==> src/rsPkg.sv <==
`default_nettype none

package rsPkg;

    // station geometry, tag 0 is reserved for "value present"
    localparam int entryCount = 7;

    // execute cycles per operation class
    localparam int mulLatency  = 4;
    localparam int baseLatency = 1;

    typedef logic [31:0] wordT;     // operand, immediate and result
    typedef logic [2:0]  tagT;      // producer tag = entry index + 1
    typedef logic [2:0]  latencyT;  // must hold mulLatency

    typedef enum logic [3:0] {
        opAdd,
        opSub,
        opAnd,
        opOr,
        opXor,
        opSll,   // shift by low 5 bits of opB
        opAddi,  // opA + imm
        opMul    // low word of the product
    } aluOpT;

    // functional unit sequencing
    typedef enum logic [1:0] {
        fuIdle,
        fuExec,
        fuBcast
    } fuStateT;

endpackage

`default_nettype wire
==> src/issueIf.sv <==
`default_nettype none

// one ready instruction travelling from the station to the functional unit
interface issueIf ();

    logic         valid;
    logic         ready;
    rsPkg::tagT   tag;    // entry that will own the result
    rsPkg::aluOpT aluOp;
    rsPkg::wordT  opA;
    rsPkg::wordT  opB;
    rsPkg::wordT  imm;

    modport station (
        output valid, tag, aluOp, opA, opB, imm,
        input  ready
    );

    // controller only handshakes
    modport unit (
        input  valid,
        output ready
    );

    modport datapath (
        input tag, aluOp, opA, opB, imm
    );

endinterface

`default_nettype wire

==> src/tomasuloCore.sv <==
`default_nettype none

module tomasuloCore (
    input  wire logic   clk,
    input  wire logic   rst,
    input  wire logic   dispatchValid,
    input  rsPkg::aluOpT aluOp,
    input  rsPkg::tagT  src1Tag,
    input  rsPkg::wordT src1Val,
    input  rsPkg::tagT  src2Tag,
    input  rsPkg::wordT src2Val,
    input  rsPkg::wordT imm,
    output logic        dispatchReady,
    output rsPkg::tagT  dispatchTag,
    output logic        cdbValid,
    output rsPkg::tagT  cdbTag,
    output rsPkg::wordT cdbValue
);

    logic timerLoad;
    logic timerDone;
    logic capture;

    issueIf issueBus ();

    // bus outputs loop back into the station for snooping
    reservationStation station (
        .clk           (clk),
        .rst           (rst),
        .dispatchValid (dispatchValid),
        .aluOp         (aluOp),
        .src1Tag       (src1Tag),
        .src1Val       (src1Val),
        .src2Tag       (src2Tag),
        .src2Val       (src2Val),
        .imm           (imm),
        .dispatchReady (dispatchReady),
        .dispatchTag   (dispatchTag),
        .cdbValid      (cdbValid),
        .cdbTag        (cdbTag),
        .cdbValue      (cdbValue),
        .issue         (issueBus.station)
    );

    fuController controller (
        .clk       (clk),
        .rst       (rst),
        .timerDone (timerDone),
        .timerLoad (timerLoad),
        .capture   (capture),
        .cdbValid  (cdbValid),
        .issue     (issueBus.unit)
    );

    // latency picked from the operation on the issue path at accept time
    latencyTimer timer (
        .clk   (clk),
        .rst   (rst),
        .load  (timerLoad),
        .aluOp (issueBus.aluOp),
        .done  (timerDone)
    );

    aluDatapath datapath (
        .clk      (clk),
        .rst      (rst),
        .capture  (capture),
        .issue    (issueBus.datapath),
        .cdbTag   (cdbTag),
        .cdbValue (cdbValue)
    );

endmodule

`default_nettype wire

==> src/aluDatapath.sv <==
`default_nettype none

module aluDatapath (
    input  wire logic clk,
    input  wire logic rst,
    input  wire logic capture,
    issueIf.datapath  issue,
    output rsPkg::tagT  cdbTag,
    output rsPkg::wordT cdbValue
);

    rsPkg::tagT   tagReg;
    rsPkg::aluOpT opReg;
    rsPkg::wordT  aReg;
    rsPkg::wordT  bReg;
    rsPkg::wordT  immReg;
    rsPkg::wordT  result;

    // owner tag of the instruction in flight
    always_ff @(posedge clk or posedge rst) begin
        if (rst) begin
            tagReg <= '0;
        end else if (capture) begin
            tagReg <= issue.tag;
        end
    end

    always_ff @(posedge clk) begin
        if (capture) begin
            opReg  <= issue.aluOp;
            aReg   <= issue.opA;
            bReg   <= issue.opB;
            immReg <= issue.imm;
        end
    end

    // registered inputs keep the result steady until the broadcast
    always_comb begin
        case (opReg)
            rsPkg::opAdd:  result = aReg + bReg;
            rsPkg::opSub:  result = aReg - bReg;
            rsPkg::opAnd:  result = aReg & bReg;
            rsPkg::opOr:   result = aReg | bReg;
            rsPkg::opXor:  result = aReg ^ bReg;
            rsPkg::opSll:  result = aReg << bReg[4:0];
            rsPkg::opAddi: result = aReg + immReg;
            rsPkg::opMul:  result = aReg * bReg;  // low 32 bits kept
            default:       result = '0;
        endcase
    end

    assign cdbTag   = tagReg;
    assign cdbValue = result;

endmodule

`default_nettype wire

==> src/latencyTimer.sv <==
`default_nettype none

module latencyTimer (
    input  wire logic   clk,
    input  wire logic   rst,
    input  wire logic   load,
    input  rsPkg::aluOpT aluOp,
    output logic        done
);

    rsPkg::latencyT count;       // execute cycles still to run
    rsPkg::latencyT loadValue;

    // multiply is the only long operation
    assign loadValue = (aluOp == rsPkg::opMul) ? rsPkg::latencyT'(rsPkg::mulLatency)
                                               : rsPkg::latencyT'(rsPkg::baseLatency);

    always_ff @(posedge clk or posedge rst) begin
        if (rst) begin
            count <= '0;
        end else if (load) begin
            count <= loadValue;
        end else if (count != '0) begin
            count <= count - 3'd1;
        end
    end

    // count of one marks the final execute cycle
    assign done = (count == 3'd1);

endmodule

`default_nettype wire

==> src/fuController.sv <==
`default_nettype none

module fuController (
    input  wire logic clk,
    input  wire logic rst,
    input  wire logic timerDone,
    output logic      timerLoad,   // start the execute countdown
    output logic      capture,     // latch the issued instruction
    output logic      cdbValid,
    issueIf.unit      issue
);

    rsPkg::fuStateT state;
    rsPkg::fuStateT nextState;
    logic           accept;

    assign issue.ready = (state == rsPkg::fuIdle);
    assign accept      = issue.valid && issue.ready;

    assign capture   = accept;
    assign timerLoad = accept;
    assign cdbValid  = (state == rsPkg::fuBcast);

    always_comb begin
        nextState = state;
        case (state)
            rsPkg::fuIdle: begin
                if (accept) begin
                    nextState = rsPkg::fuExec;
                end
            end
            rsPkg::fuExec: begin
                if (timerDone) begin
                    nextState = rsPkg::fuBcast;  // last execute cycle
                end
            end
            rsPkg::fuBcast: begin
                nextState = rsPkg::fuIdle;  // single broadcast cycle
            end
            default: begin
                nextState = rsPkg::fuIdle;
            end
        endcase
    end

    always_ff @(posedge clk or posedge rst) begin
        if (rst) begin
            state <= rsPkg::fuIdle;
        end else begin
            state <= nextState;
        end
    end

endmodule

`default_nettype wire

==> src/reservationStation.sv <==
`default_nettype none

module reservationStation (
    input  wire logic         clk,
    input  wire logic         rst,
    // dispatch side
    input  wire logic         dispatchValid,
    input  rsPkg::aluOpT      aluOp,
    input  rsPkg::tagT        src1Tag,
    input  rsPkg::wordT       src1Val,
    input  rsPkg::tagT        src2Tag,
    input  rsPkg::wordT       src2Val,
    input  rsPkg::wordT       imm,
    output logic              dispatchReady,
    output rsPkg::tagT        dispatchTag,
    // common data bus snoop
    input  wire logic         cdbValid,
    input  rsPkg::tagT        cdbTag,
    input  rsPkg::wordT       cdbValue,
    issueIf.station           issue
);

    // per-entry control
    logic [rsPkg::entryCount-1:0] busy;
    logic [rsPkg::entryCount-1:0] issued;   // already handed to the unit

    // per-entry payload
    rsPkg::aluOpT entryOp   [rsPkg::entryCount];
    rsPkg::tagT   entryTag1 [rsPkg::entryCount];
    rsPkg::tagT   entryTag2 [rsPkg::entryCount];
    rsPkg::wordT  entryVal1 [rsPkg::entryCount];
    rsPkg::wordT  entryVal2 [rsPkg::entryCount];
    rsPkg::wordT  entryImm  [rsPkg::entryCount];

    logic       freeFound;
    logic [2:0] freeIdx;
    logic       selFound;
    logic [2:0] selIdx;
    logic [2:0] cdbIdx;
    logic       dispatchFire;
    logic       issueFire;

    // lowest free entry, scanned from the top so the lowest index wins
    always_comb begin
        freeFound = 1'b0;
        freeIdx   = '0;
        for (int i = rsPkg::entryCount - 1; i >= 0; i--) begin
            if (!busy[i]) begin
                freeFound = 1'b1;
                freeIdx   = 3'(i);
            end
        end
    end

    // lowest entry with both operands present that has not gone out yet
    always_comb begin
        selFound = 1'b0;
        selIdx   = '0;
        for (int i = rsPkg::entryCount - 1; i >= 0; i--) begin
            if (busy[i] && !issued[i] && entryTag1[i] == '0 && entryTag2[i] == '0) begin
                selFound = 1'b1;
                selIdx   = 3'(i);
            end
        end
    end

    assign dispatchReady = freeFound;
    assign dispatchTag   = freeFound ? freeIdx + 3'd1 : '0;
    assign dispatchFire  = dispatchValid && dispatchReady;

    assign cdbIdx = cdbTag - 3'd1;  // broadcasting entry

    assign issue.valid = selFound;
    assign issue.tag   = selIdx + 3'd1;
    assign issue.aluOp = entryOp[selIdx];
    assign issue.opA   = entryVal1[selIdx];
    assign issue.opB   = entryVal2[selIdx];
    assign issue.imm   = entryImm[selIdx];

    assign issueFire = issue.valid && issue.ready;

    // busy and issued bookkeeping
    always_ff @(posedge clk or posedge rst) begin
        if (rst) begin
            busy   <= '0;
            issued <= '0;
        end else begin
            if (cdbValid) begin
                busy[cdbIdx]   <= 1'b0;  // broadcast retires the entry
                issued[cdbIdx] <= 1'b0;
            end
            if (dispatchFire) begin
                busy[freeIdx]   <= 1'b1;
                issued[freeIdx] <= 1'b0;
            end
            if (issueFire) begin
                issued[selIdx] <= 1'b1;
            end
        end
    end

    // operand capture and new entry write
    always_ff @(posedge clk) begin
        for (int i = 0; i < rsPkg::entryCount; i++) begin
            if (cdbValid && entryTag1[i] == cdbTag) begin
                entryVal1[i] <= cdbValue;
                entryTag1[i] <= '0;
            end
            if (cdbValid && entryTag2[i] == cdbTag) begin
                entryVal2[i] <= cdbValue;
                entryTag2[i] <= '0;
            end
        end

        // the free entry is never the one being snooped, so this write stands alone
        if (dispatchFire) begin
            entryOp[freeIdx]  <= aluOp;
            entryImm[freeIdx] <= imm;

            if (src1Tag != '0 && cdbValid && src1Tag == cdbTag) begin
                entryTag1[freeIdx] <= '0;        // bypass from the bus
                entryVal1[freeIdx] <= cdbValue;
            end else begin
                entryTag1[freeIdx] <= src1Tag;
                entryVal1[freeIdx] <= src1Val;
            end

            if (src2Tag != '0 && cdbValid && src2Tag == cdbTag) begin
                entryTag2[freeIdx] <= '0;
                entryVal2[freeIdx] <= cdbValue;
            end else begin
                entryTag2[freeIdx] <= src2Tag;
                entryVal2[freeIdx] <= src2Val;
            end
        end
    end

endmodule

`default_nettype wire

==> config.mk <==
export PLATFORM = sky130hd
export DESIGN_NAME = tomasuloCore
export DESIGN_NICKNAME = d
export VERILOG_FILES = /design/src/rsPkg.sv /design/src/issueIf.sv /design/src/tomasuloCore.sv /design/src/aluDatapath.sv /design/src/latencyTimer.sv /design/src/fuController.sv /design/src/reservationStation.sv
export SDC_FILE = /design/constraint.sdc
export NUM_CORES = 2
export LEC_CHECK = 0
export CELL_PAD_IN_SITES_DETAIL_PLACEMENT = 0
export CELL_PAD_IN_SITES_GLOBAL_PLACEMENT = 1
export CORE_MARGIN = 2
export CORE_UTILIZATION = 40
export CTS_BUF_LIST = sky130_fd_sc_hd__clkbuf_4 sky130_fd_sc_hd__clkbuf_8
export DETAILED_ROUTE_END_ITERATION = 7
export DONT_BUFFER_PORTS = 1
export GPL_TIMING_DRIVEN = 0
export PLACE_DENSITY_LB_ADDON = 0.1
export SLEW_MARGIN = 20
export SYNTH_ARGS = -nofsm -noshare
export SYNTH_HDL_FRONTEND = slang
export SYNTH_HIERARCHICAL = 1
export SYNTH_SLANG_ARGS = --single-unit
==> constraint.sdc <==
create_clock -name clk -period 10.1 [get_ports clk]
set_input_delay 2.02 -clock clk [delete_from_list [all_inputs] [get_ports clk]]
set_output_delay 2.02 -clock clk [all_outputs]
set_load 0.005 [all_outputs]
After elaboration in Yosys (flattened, before gate mapping). Memories as Yosys holds them, arrays and structs flattened. A register that Yosys moved wholly into a read port is not among the register bits. Index checks and enable logic that the tools add are counted. W data, S select, Z words.

Bits in registers: 26. Bits in writable memories: 742. Bits of input ports: 109. Output and inout bits: 40. Logic and storage cells: 235. Memories kept: 6.

Memories: station.entryImm (words 7, width 32, read ports 1, clocked after memory_dff 1, wr ports 1, RTL line reservationStation.sv:33) `rsPkg::wordT entryImm [rsPkg::entryCount];`; station.entryVal1 (words 7, width 32, read ports 1, clocked after memory_dff 1, wr ports 8, RTL line reservationStation.sv:31) `rsPkg::wordT entryVal1 [rsPkg::entryCount];`; station.entryVal2 (words 7, width 32, read ports 1, clocked after memory_dff 1, wr ports 8, RTL line reservationStation.sv:32) `rsPkg::wordT entryVal2 [rsPkg::entryCount];`; station.entryOp (words 7, width 4, read ports 1, clocked after memory_dff 0, wr ports 1, RTL line reservationStation.sv:28) `rsPkg::aluOpT entryOp [rsPkg::entryCount];`; station.entryTag1 (words 7, width 3, read ports 7, clocked after memory_dff 0, wr ports 8, RTL line reservationStation.sv:29) `rsPkg::tagT entryTag1 [rsPkg::entryCount];`; station.entryTag2 (words 7, width 3, read ports 7, clocked after memory_dff 0, wr ports 8, RTL line reservationStation.sv:30) `rsPkg::tagT entryTag2 [rsPkg::entryCount];`.

Add/subtract/negate cells: 7. Multiply operators: 1. Order comparisons: 6. Equal/unequal tests: 29. Shifts and indexed selects: 1. Mux-type cells: 93. Bitwise gates (word level): 14. Reduce and logical (&&, ||, !) cells: 72.

Operators with widths (number): $pmux W32 S8 (1); $add A32 B32 Y32 (2); $mux W32 (2); $mux W3 (20); $mux W1 (59); $eq A3 B3 Y1 (16); $logic_and A1 B1 Y1 (44); $logic_not A3 Y1 (14); $mux W7 (5); $and A32 B32 Y32 (1); $mul A32 B32 Y32 (1); $or A32 B32 Y32 (1); $shl A32 B5 Y32 (1); $sub A32 B32 Y32 (1); $xor A32 B32 Y32 (1); $and A7 B7 Y7 (3); $eq A4 B3 Y1 const B (5); $not A7 Y7 (2); $or A7 B7 Y7 (2); $lt A3 B4 Y1 const B (3); $demux W1 S3 (3); $ge A3 B1 Y1 const B (3); $reduce_bool A3 Y1 (3); $eq A4 B2 Y1 const B (2); other kinds (16) (28).

Longest topological paths before layout.
Depth after elaboration: 17. Depth in mapped cells: 32. Gate-level depth less buffers: 28.

Hierarchy. The synthesis kept the hierarchy.

By module, submodules not included: reservationStation (times used 1, cells an instance 2549, area each 32904.1 µm², sequential area each 22631.7 µm²); aluDatapath (times used 1, cells an instance 2733, area each 24160.7 µm², sequential area each 3078.0 µm²); latencyTimer (times used 1, cells an instance 20, area each 198.9 µm², sequential area each 75.1 µm²); fuController (times used 1, cells an instance 11, area each 98.8 µm², sequential area each 50.0 µm²).

Least setup slack after synthesis. OpenSTA, ideal clock, no wires.

Path kind: reg-to-output. From: register datapath.bReg[2], read port of station.entryVal2. To: output cdbValue[30]. Data arrival time: 7.718 ns. Data required time: 8.080 ns. Path slack: 0.362 ns. Stages on the path, launching flop included: 28. Buffers on the path: 3. Cells stage by stage: edfxtp_1 -> inv_1 -> clkbuf_1 -> clkbuf_1 -> clkbuf_1 -> nor2_1 -> fa_1 -> inv_1 -> fa_1 -> fa_1 -> fa_1 -> inv_1 -> fa_1 -> inv_1 -> fa_1 -> inv_1 -> fa_1 -> fa_1 -> ha_1 -> a21o_1 -> a211oi_1 -> nor2_1 -> o41a_1 -> a221oi_1 -> o21ai_0 -> nand3b_1 -> mux2i_1 -> nand3_1.

Cells in the longest elaborated chain, start to end: 2.

Ends and longest elaborated chain: from (decl) (RTL line aluDatapath.sv:15) `rsPkg::wordT bReg;`; $mul A32 B32 Y32 (tied with other cells) (RTL line aluDatapath.sv:47) `rsPkg::opMul: result = aReg * bReg;`; $pmux W32 S8 (*) (RTL line aluDatapath.sv:39) `case (opReg)`; to (decl) (RTL line tomasuloCore.sv:17) `output rsPkg::wordT cdbValue`.

Every way passes the cells marked *; elsewhere a longest branch is shown, timed or not.

Worst setup path after layout.
From: register datapath.bReg[2], read port of station.entryVal2. To: output cdbValue[31].

The elaborated chain is that of the path after synthesis.

==> impl_metrics.env <==
export IMPL_outcome="complete, but fails checks"
export IMPL_violations="design-rule violations, negative setup slack"
export IMPL_clk_latency_ns=0.88
export IMPL_coreArea_sq_mm=0.142
export IMPL_ys_seq_elements=864
export IMPL_fin_area_sq_mm=0.0664
export IMPL_antenna_found_initial=26
export IMPL_synthDistinctLibCells=93
export IMPL_multi_input_area_sq_mm=0.0291
export IMPL_area_growth_pct=15.7
export IMPL_worstSetupEndpointType="output pin"
export IMPL_ctsHtreeMaxLevel=4
export IMPL_cp_slowest_stage_delay_ns=0.60
export IMPL_grt_max_degree=61
export IMPL_die_w_microns=383
export IMPL_die_y_microns=383
export IMPL_crit_top_cell="fa_1"
export IMPL_stdcell_count=7611
export IMPL_clkSinkCount=864
export IMPL_critPathSlowestCell="fa_1"
export IMPL_drt_iter0_drc=5661
export IMPL_crit_buf_inv=5
export IMPL_slew_violations=0
export IMPL_start_util=0.404
export IMPL_worstHoldPathType="register to register"
export IMPL_vias=46793
export IMPL_layout_commonest_cell="edfxtp_1"
export IMPL_r2r_start="datapath/bReg[2]$_DFFE_PP_"
export IMPL_final_antenna_net_count=0
export IMPL_hold_slack_ns=0.474
export IMPL_wl_met2_mm=119
export IMPL_io_pins=149
export IMPL_cts_clk_slew_worst_paths_ns=0.06
export IMPL_rsz0062_at_grt="true"
export IMPL_final_cell_mix="edfxtp_1, nor2_1, a21oi_1, nand2_1, inv_1"
export IMPL_drive_gt1_frac=0.143
export IMPL_grt_pass1_wl_mm=361
export IMPL_routed_top_layer="met5"
export IMPL_cts_buffers=143
export IMPL_place_area_sq_mm=0.0604
export IMPL_wirelength_met1_mm=101
export IMPL_critPathKind="register to output pin"
export IMPL_yosysTopAreaCellShare=0.441
export IMPL_synth_edf_count=842
export IMPL_seq_area_sq_mm=0.0258
export IMPL_cp_max_fo=11
export IMPL_synth_area_leaders="edfxtp_1, fa_1, ha_1"
export IMPL_cp_cell_sequence="buf_4 -> clkbuf_2 -> nand2_1 -> fa_1 -> inv_1 -> fa_1 -> inv_1 -> fa_1 -> fa_1 -> inv_1 -> fa_1 -> fa_1 -> fa_1 -> fa_1 -> ha_1 -> nor2_1 -> nor2_1 -> nor2_1 -> nor2_1 -> o21ai_4 -> a31oi_2 -> xnor2_1 -> a21oi_2 -> o221ai_4"
export IMPL_cp_start_kind="register"
export IMPL_fillerInstances=13556
export IMPL_synth_ff_type="edfxtp_1"
export IMPL_hpwlAfterDp_mm=189
export IMPL_placed_cells=7226
export IMPL_synth_yosys_warnings=6
export IMPL_critPathRequiredTime_ns=8.08
export IMPL_synth_area_sq_mm=0.0574
export IMPL_finalCritPeriodShare=1.05
export IMPL_wl_per_cell_microns=34.3
export IMPL_finalSetupViolCount=10
export IMPL_via_per_inst=6.15
export IMPL_cp_startpoint="datapath/bReg[2]$_DFFE_PP_"
export IMPL_worst_clock_skew_ns=0.0614
export IMPL_ys_seq_area_frac=0.450
export IMPL_postSynthAreaPerCell_sq_um=10.8
export IMPL_grt_overflow_total=0
export IMPL_hold_buffers=0
export IMPL_routed_wl_met3_mm=22.7
export IMPL_io_buffers=0
export IMPL_final_nets=6363
export IMPL_drc_errors=2
export IMPL_period_needed_ns=10.56
export IMPL_grt_pass1_vias=46350
export IMPL_routed_wl_mm=261
export IMPL_worst_slack_ns=-0.464
export IMPL_syn_nets=6057
export IMPL_cp_arrival_ns=8.54
export IMPL_tritoncts="yes"
export IMPL_finalHoldViolCount=0
export IMPL_synthCells=5313
export IMPL_cap_violations=0
export IMPL_worstMarginPinSlew_ns=1.41
export IMPL_grt_usage=0.354
export IMPL_yosysTopAreaCell="edfxtp_1"
export IMPL_die_area_sq_mm=0.146
export IMPL_gp_congestion=1.01
export IMPL_max_freq_mhz=94.7
export IMPL_cts_root_buf="clkbuf_8"
export IMPL_cts_path_max_buffers=3
export IMPL_fp_row_count=138
export IMPL_synthArstFlopShare=0.0255
export IMPL_drt_pre_antenna_iters=8
export IMPL_dp_slack_ns=-3.65
export IMPL_min_delay_start="controller/state[1]$_DFFE_PP0P_"
export IMPL_path_delay_family="adder cells"
export IMPL_maxSlewHeadroom=0.0538
-- per-stage QoR --
step | TNS, ns | util
6_report | -2.94 | 0.468
5_1_grt | -4.76 | 0.468
4_1_cts | -2.70 | 0.465
3_5_place_dp | -324.51 | 0.426
3_3_place_gp | -385.79 | 0.421
2_1_floorplan | 0 | -
-- Yosys cell counts (12+ instances only) --
cell and n:
a31o_2 14, fa_1 409, a22oi_1 65, a31oi_1 19, o2111ai_1 40, buf_6 18, o21a_1 12, mux2i_1 130
a211oi_1 19, a31o_1 53, buf_2 32, clkbuf_1 287, a222oi_1 103, inv_1 456, nor2_1 671, buf_4 14
a221o_1 25, or2_2 15, edfxtp_1 842, nand4_1 25, xnor2_1 114, and3_1 20, xor2_1 34, buf_1 34
nor3_1 40, o21ai_0 91, nand2_1 480, a221oi_1 30, o221ai_1 13, inv_2 16, a21o_1 22, dfrtp_1 22
a21oi_1 545, nand3_1 162, nor4_1 13, ha_1 226, mux4_2 17, nand2b_1 14
-- logic make-up (layout without fill, tap and decap cells) --
| family | Yosys count | count (layout) | synth area share |
|---|---|---|---|
| flip-flops | 864 | 864 | 0.450 |
| multiplexers | 156 | 156 | 0.0314 |
| AO/OA/AOI/OAI | 1133 | 1133 | 0.131 |
| other | 0 | 8 | 0 |
| AND/OR/NAND/NOR | 1509 | 1509 | 0.112 |
| XOR/XNOR | 149 | 149 | 0.0230 |
| buffers and inverters | 867 | 1267 | 0.0607 |
| adder cells (fa/ha/maj) | 635 | 635 | 0.192 |
-- cell type report --
class,instances,area share
inverter,482,0.0290
tap,1890,0.0356
clock buffer,192,0.0352
multi-input combinational,3582,0.439
antenna,8,0.000302
clock inverter,47,0.00586
timing repair buffer,172,0.0268
sequential,864,0.389
buffer,374,0.0387
-- flip-flops by register name, summed over array words and instances, names as in the netlist, 4 cells and up --
register	flops
datapath/aReg	32
datapath/immReg	32
station/issued	7
datapath/opReg	4
station/entryVal2	224
station/entryTag1	21
station/entryTag2	21
station/entryImm	224
datapath/bReg	32
station/entryOp	28
station/entryVal1	224
station/busy	7
-- final timing paths --
check / to / slack [ns] / depth (start not counted)
max: cdbValue[31] / -0.46 / 24
min: controller/state[1]$_DFFE_PP0P_ / 0.47 / 1
max reg2reg: station/entryVal1[3][28]$_DFFE_PP_ / 0.86 / 23
min reg2reg: controller/state[1]$_DFFE_PP0P_ / 0.47 / 1
max in group asynchronous: station/issued[3]$_DFF_PP0_ / 8.57 / 1
min in group asynchronous: controller/state[1]$_DFFE_PP0P_ / 0.91 / 1
-- per-layer routing --
| layer | vias to the layer above | track usage |
|---|---|---|
| met5 | - | 0 |
| met4 | 26 | 0.203 |
| met3 | 690 | 0.0757 |
| met2 | 2616 | 0.560 |
| met1 | 23994 | 0.449 |
| li1 | 19467 | - |
-- repair_timing --
action	CTS	global route
cloned	1	0
setup buffers	133	16
gates resized for setup	462	47
pin swaps	101	29
setup endpoints to repair	289	13
Power is not shown: default switching activity piles up to over one toggle a cycle in this logic, so the estimate is an artifact.
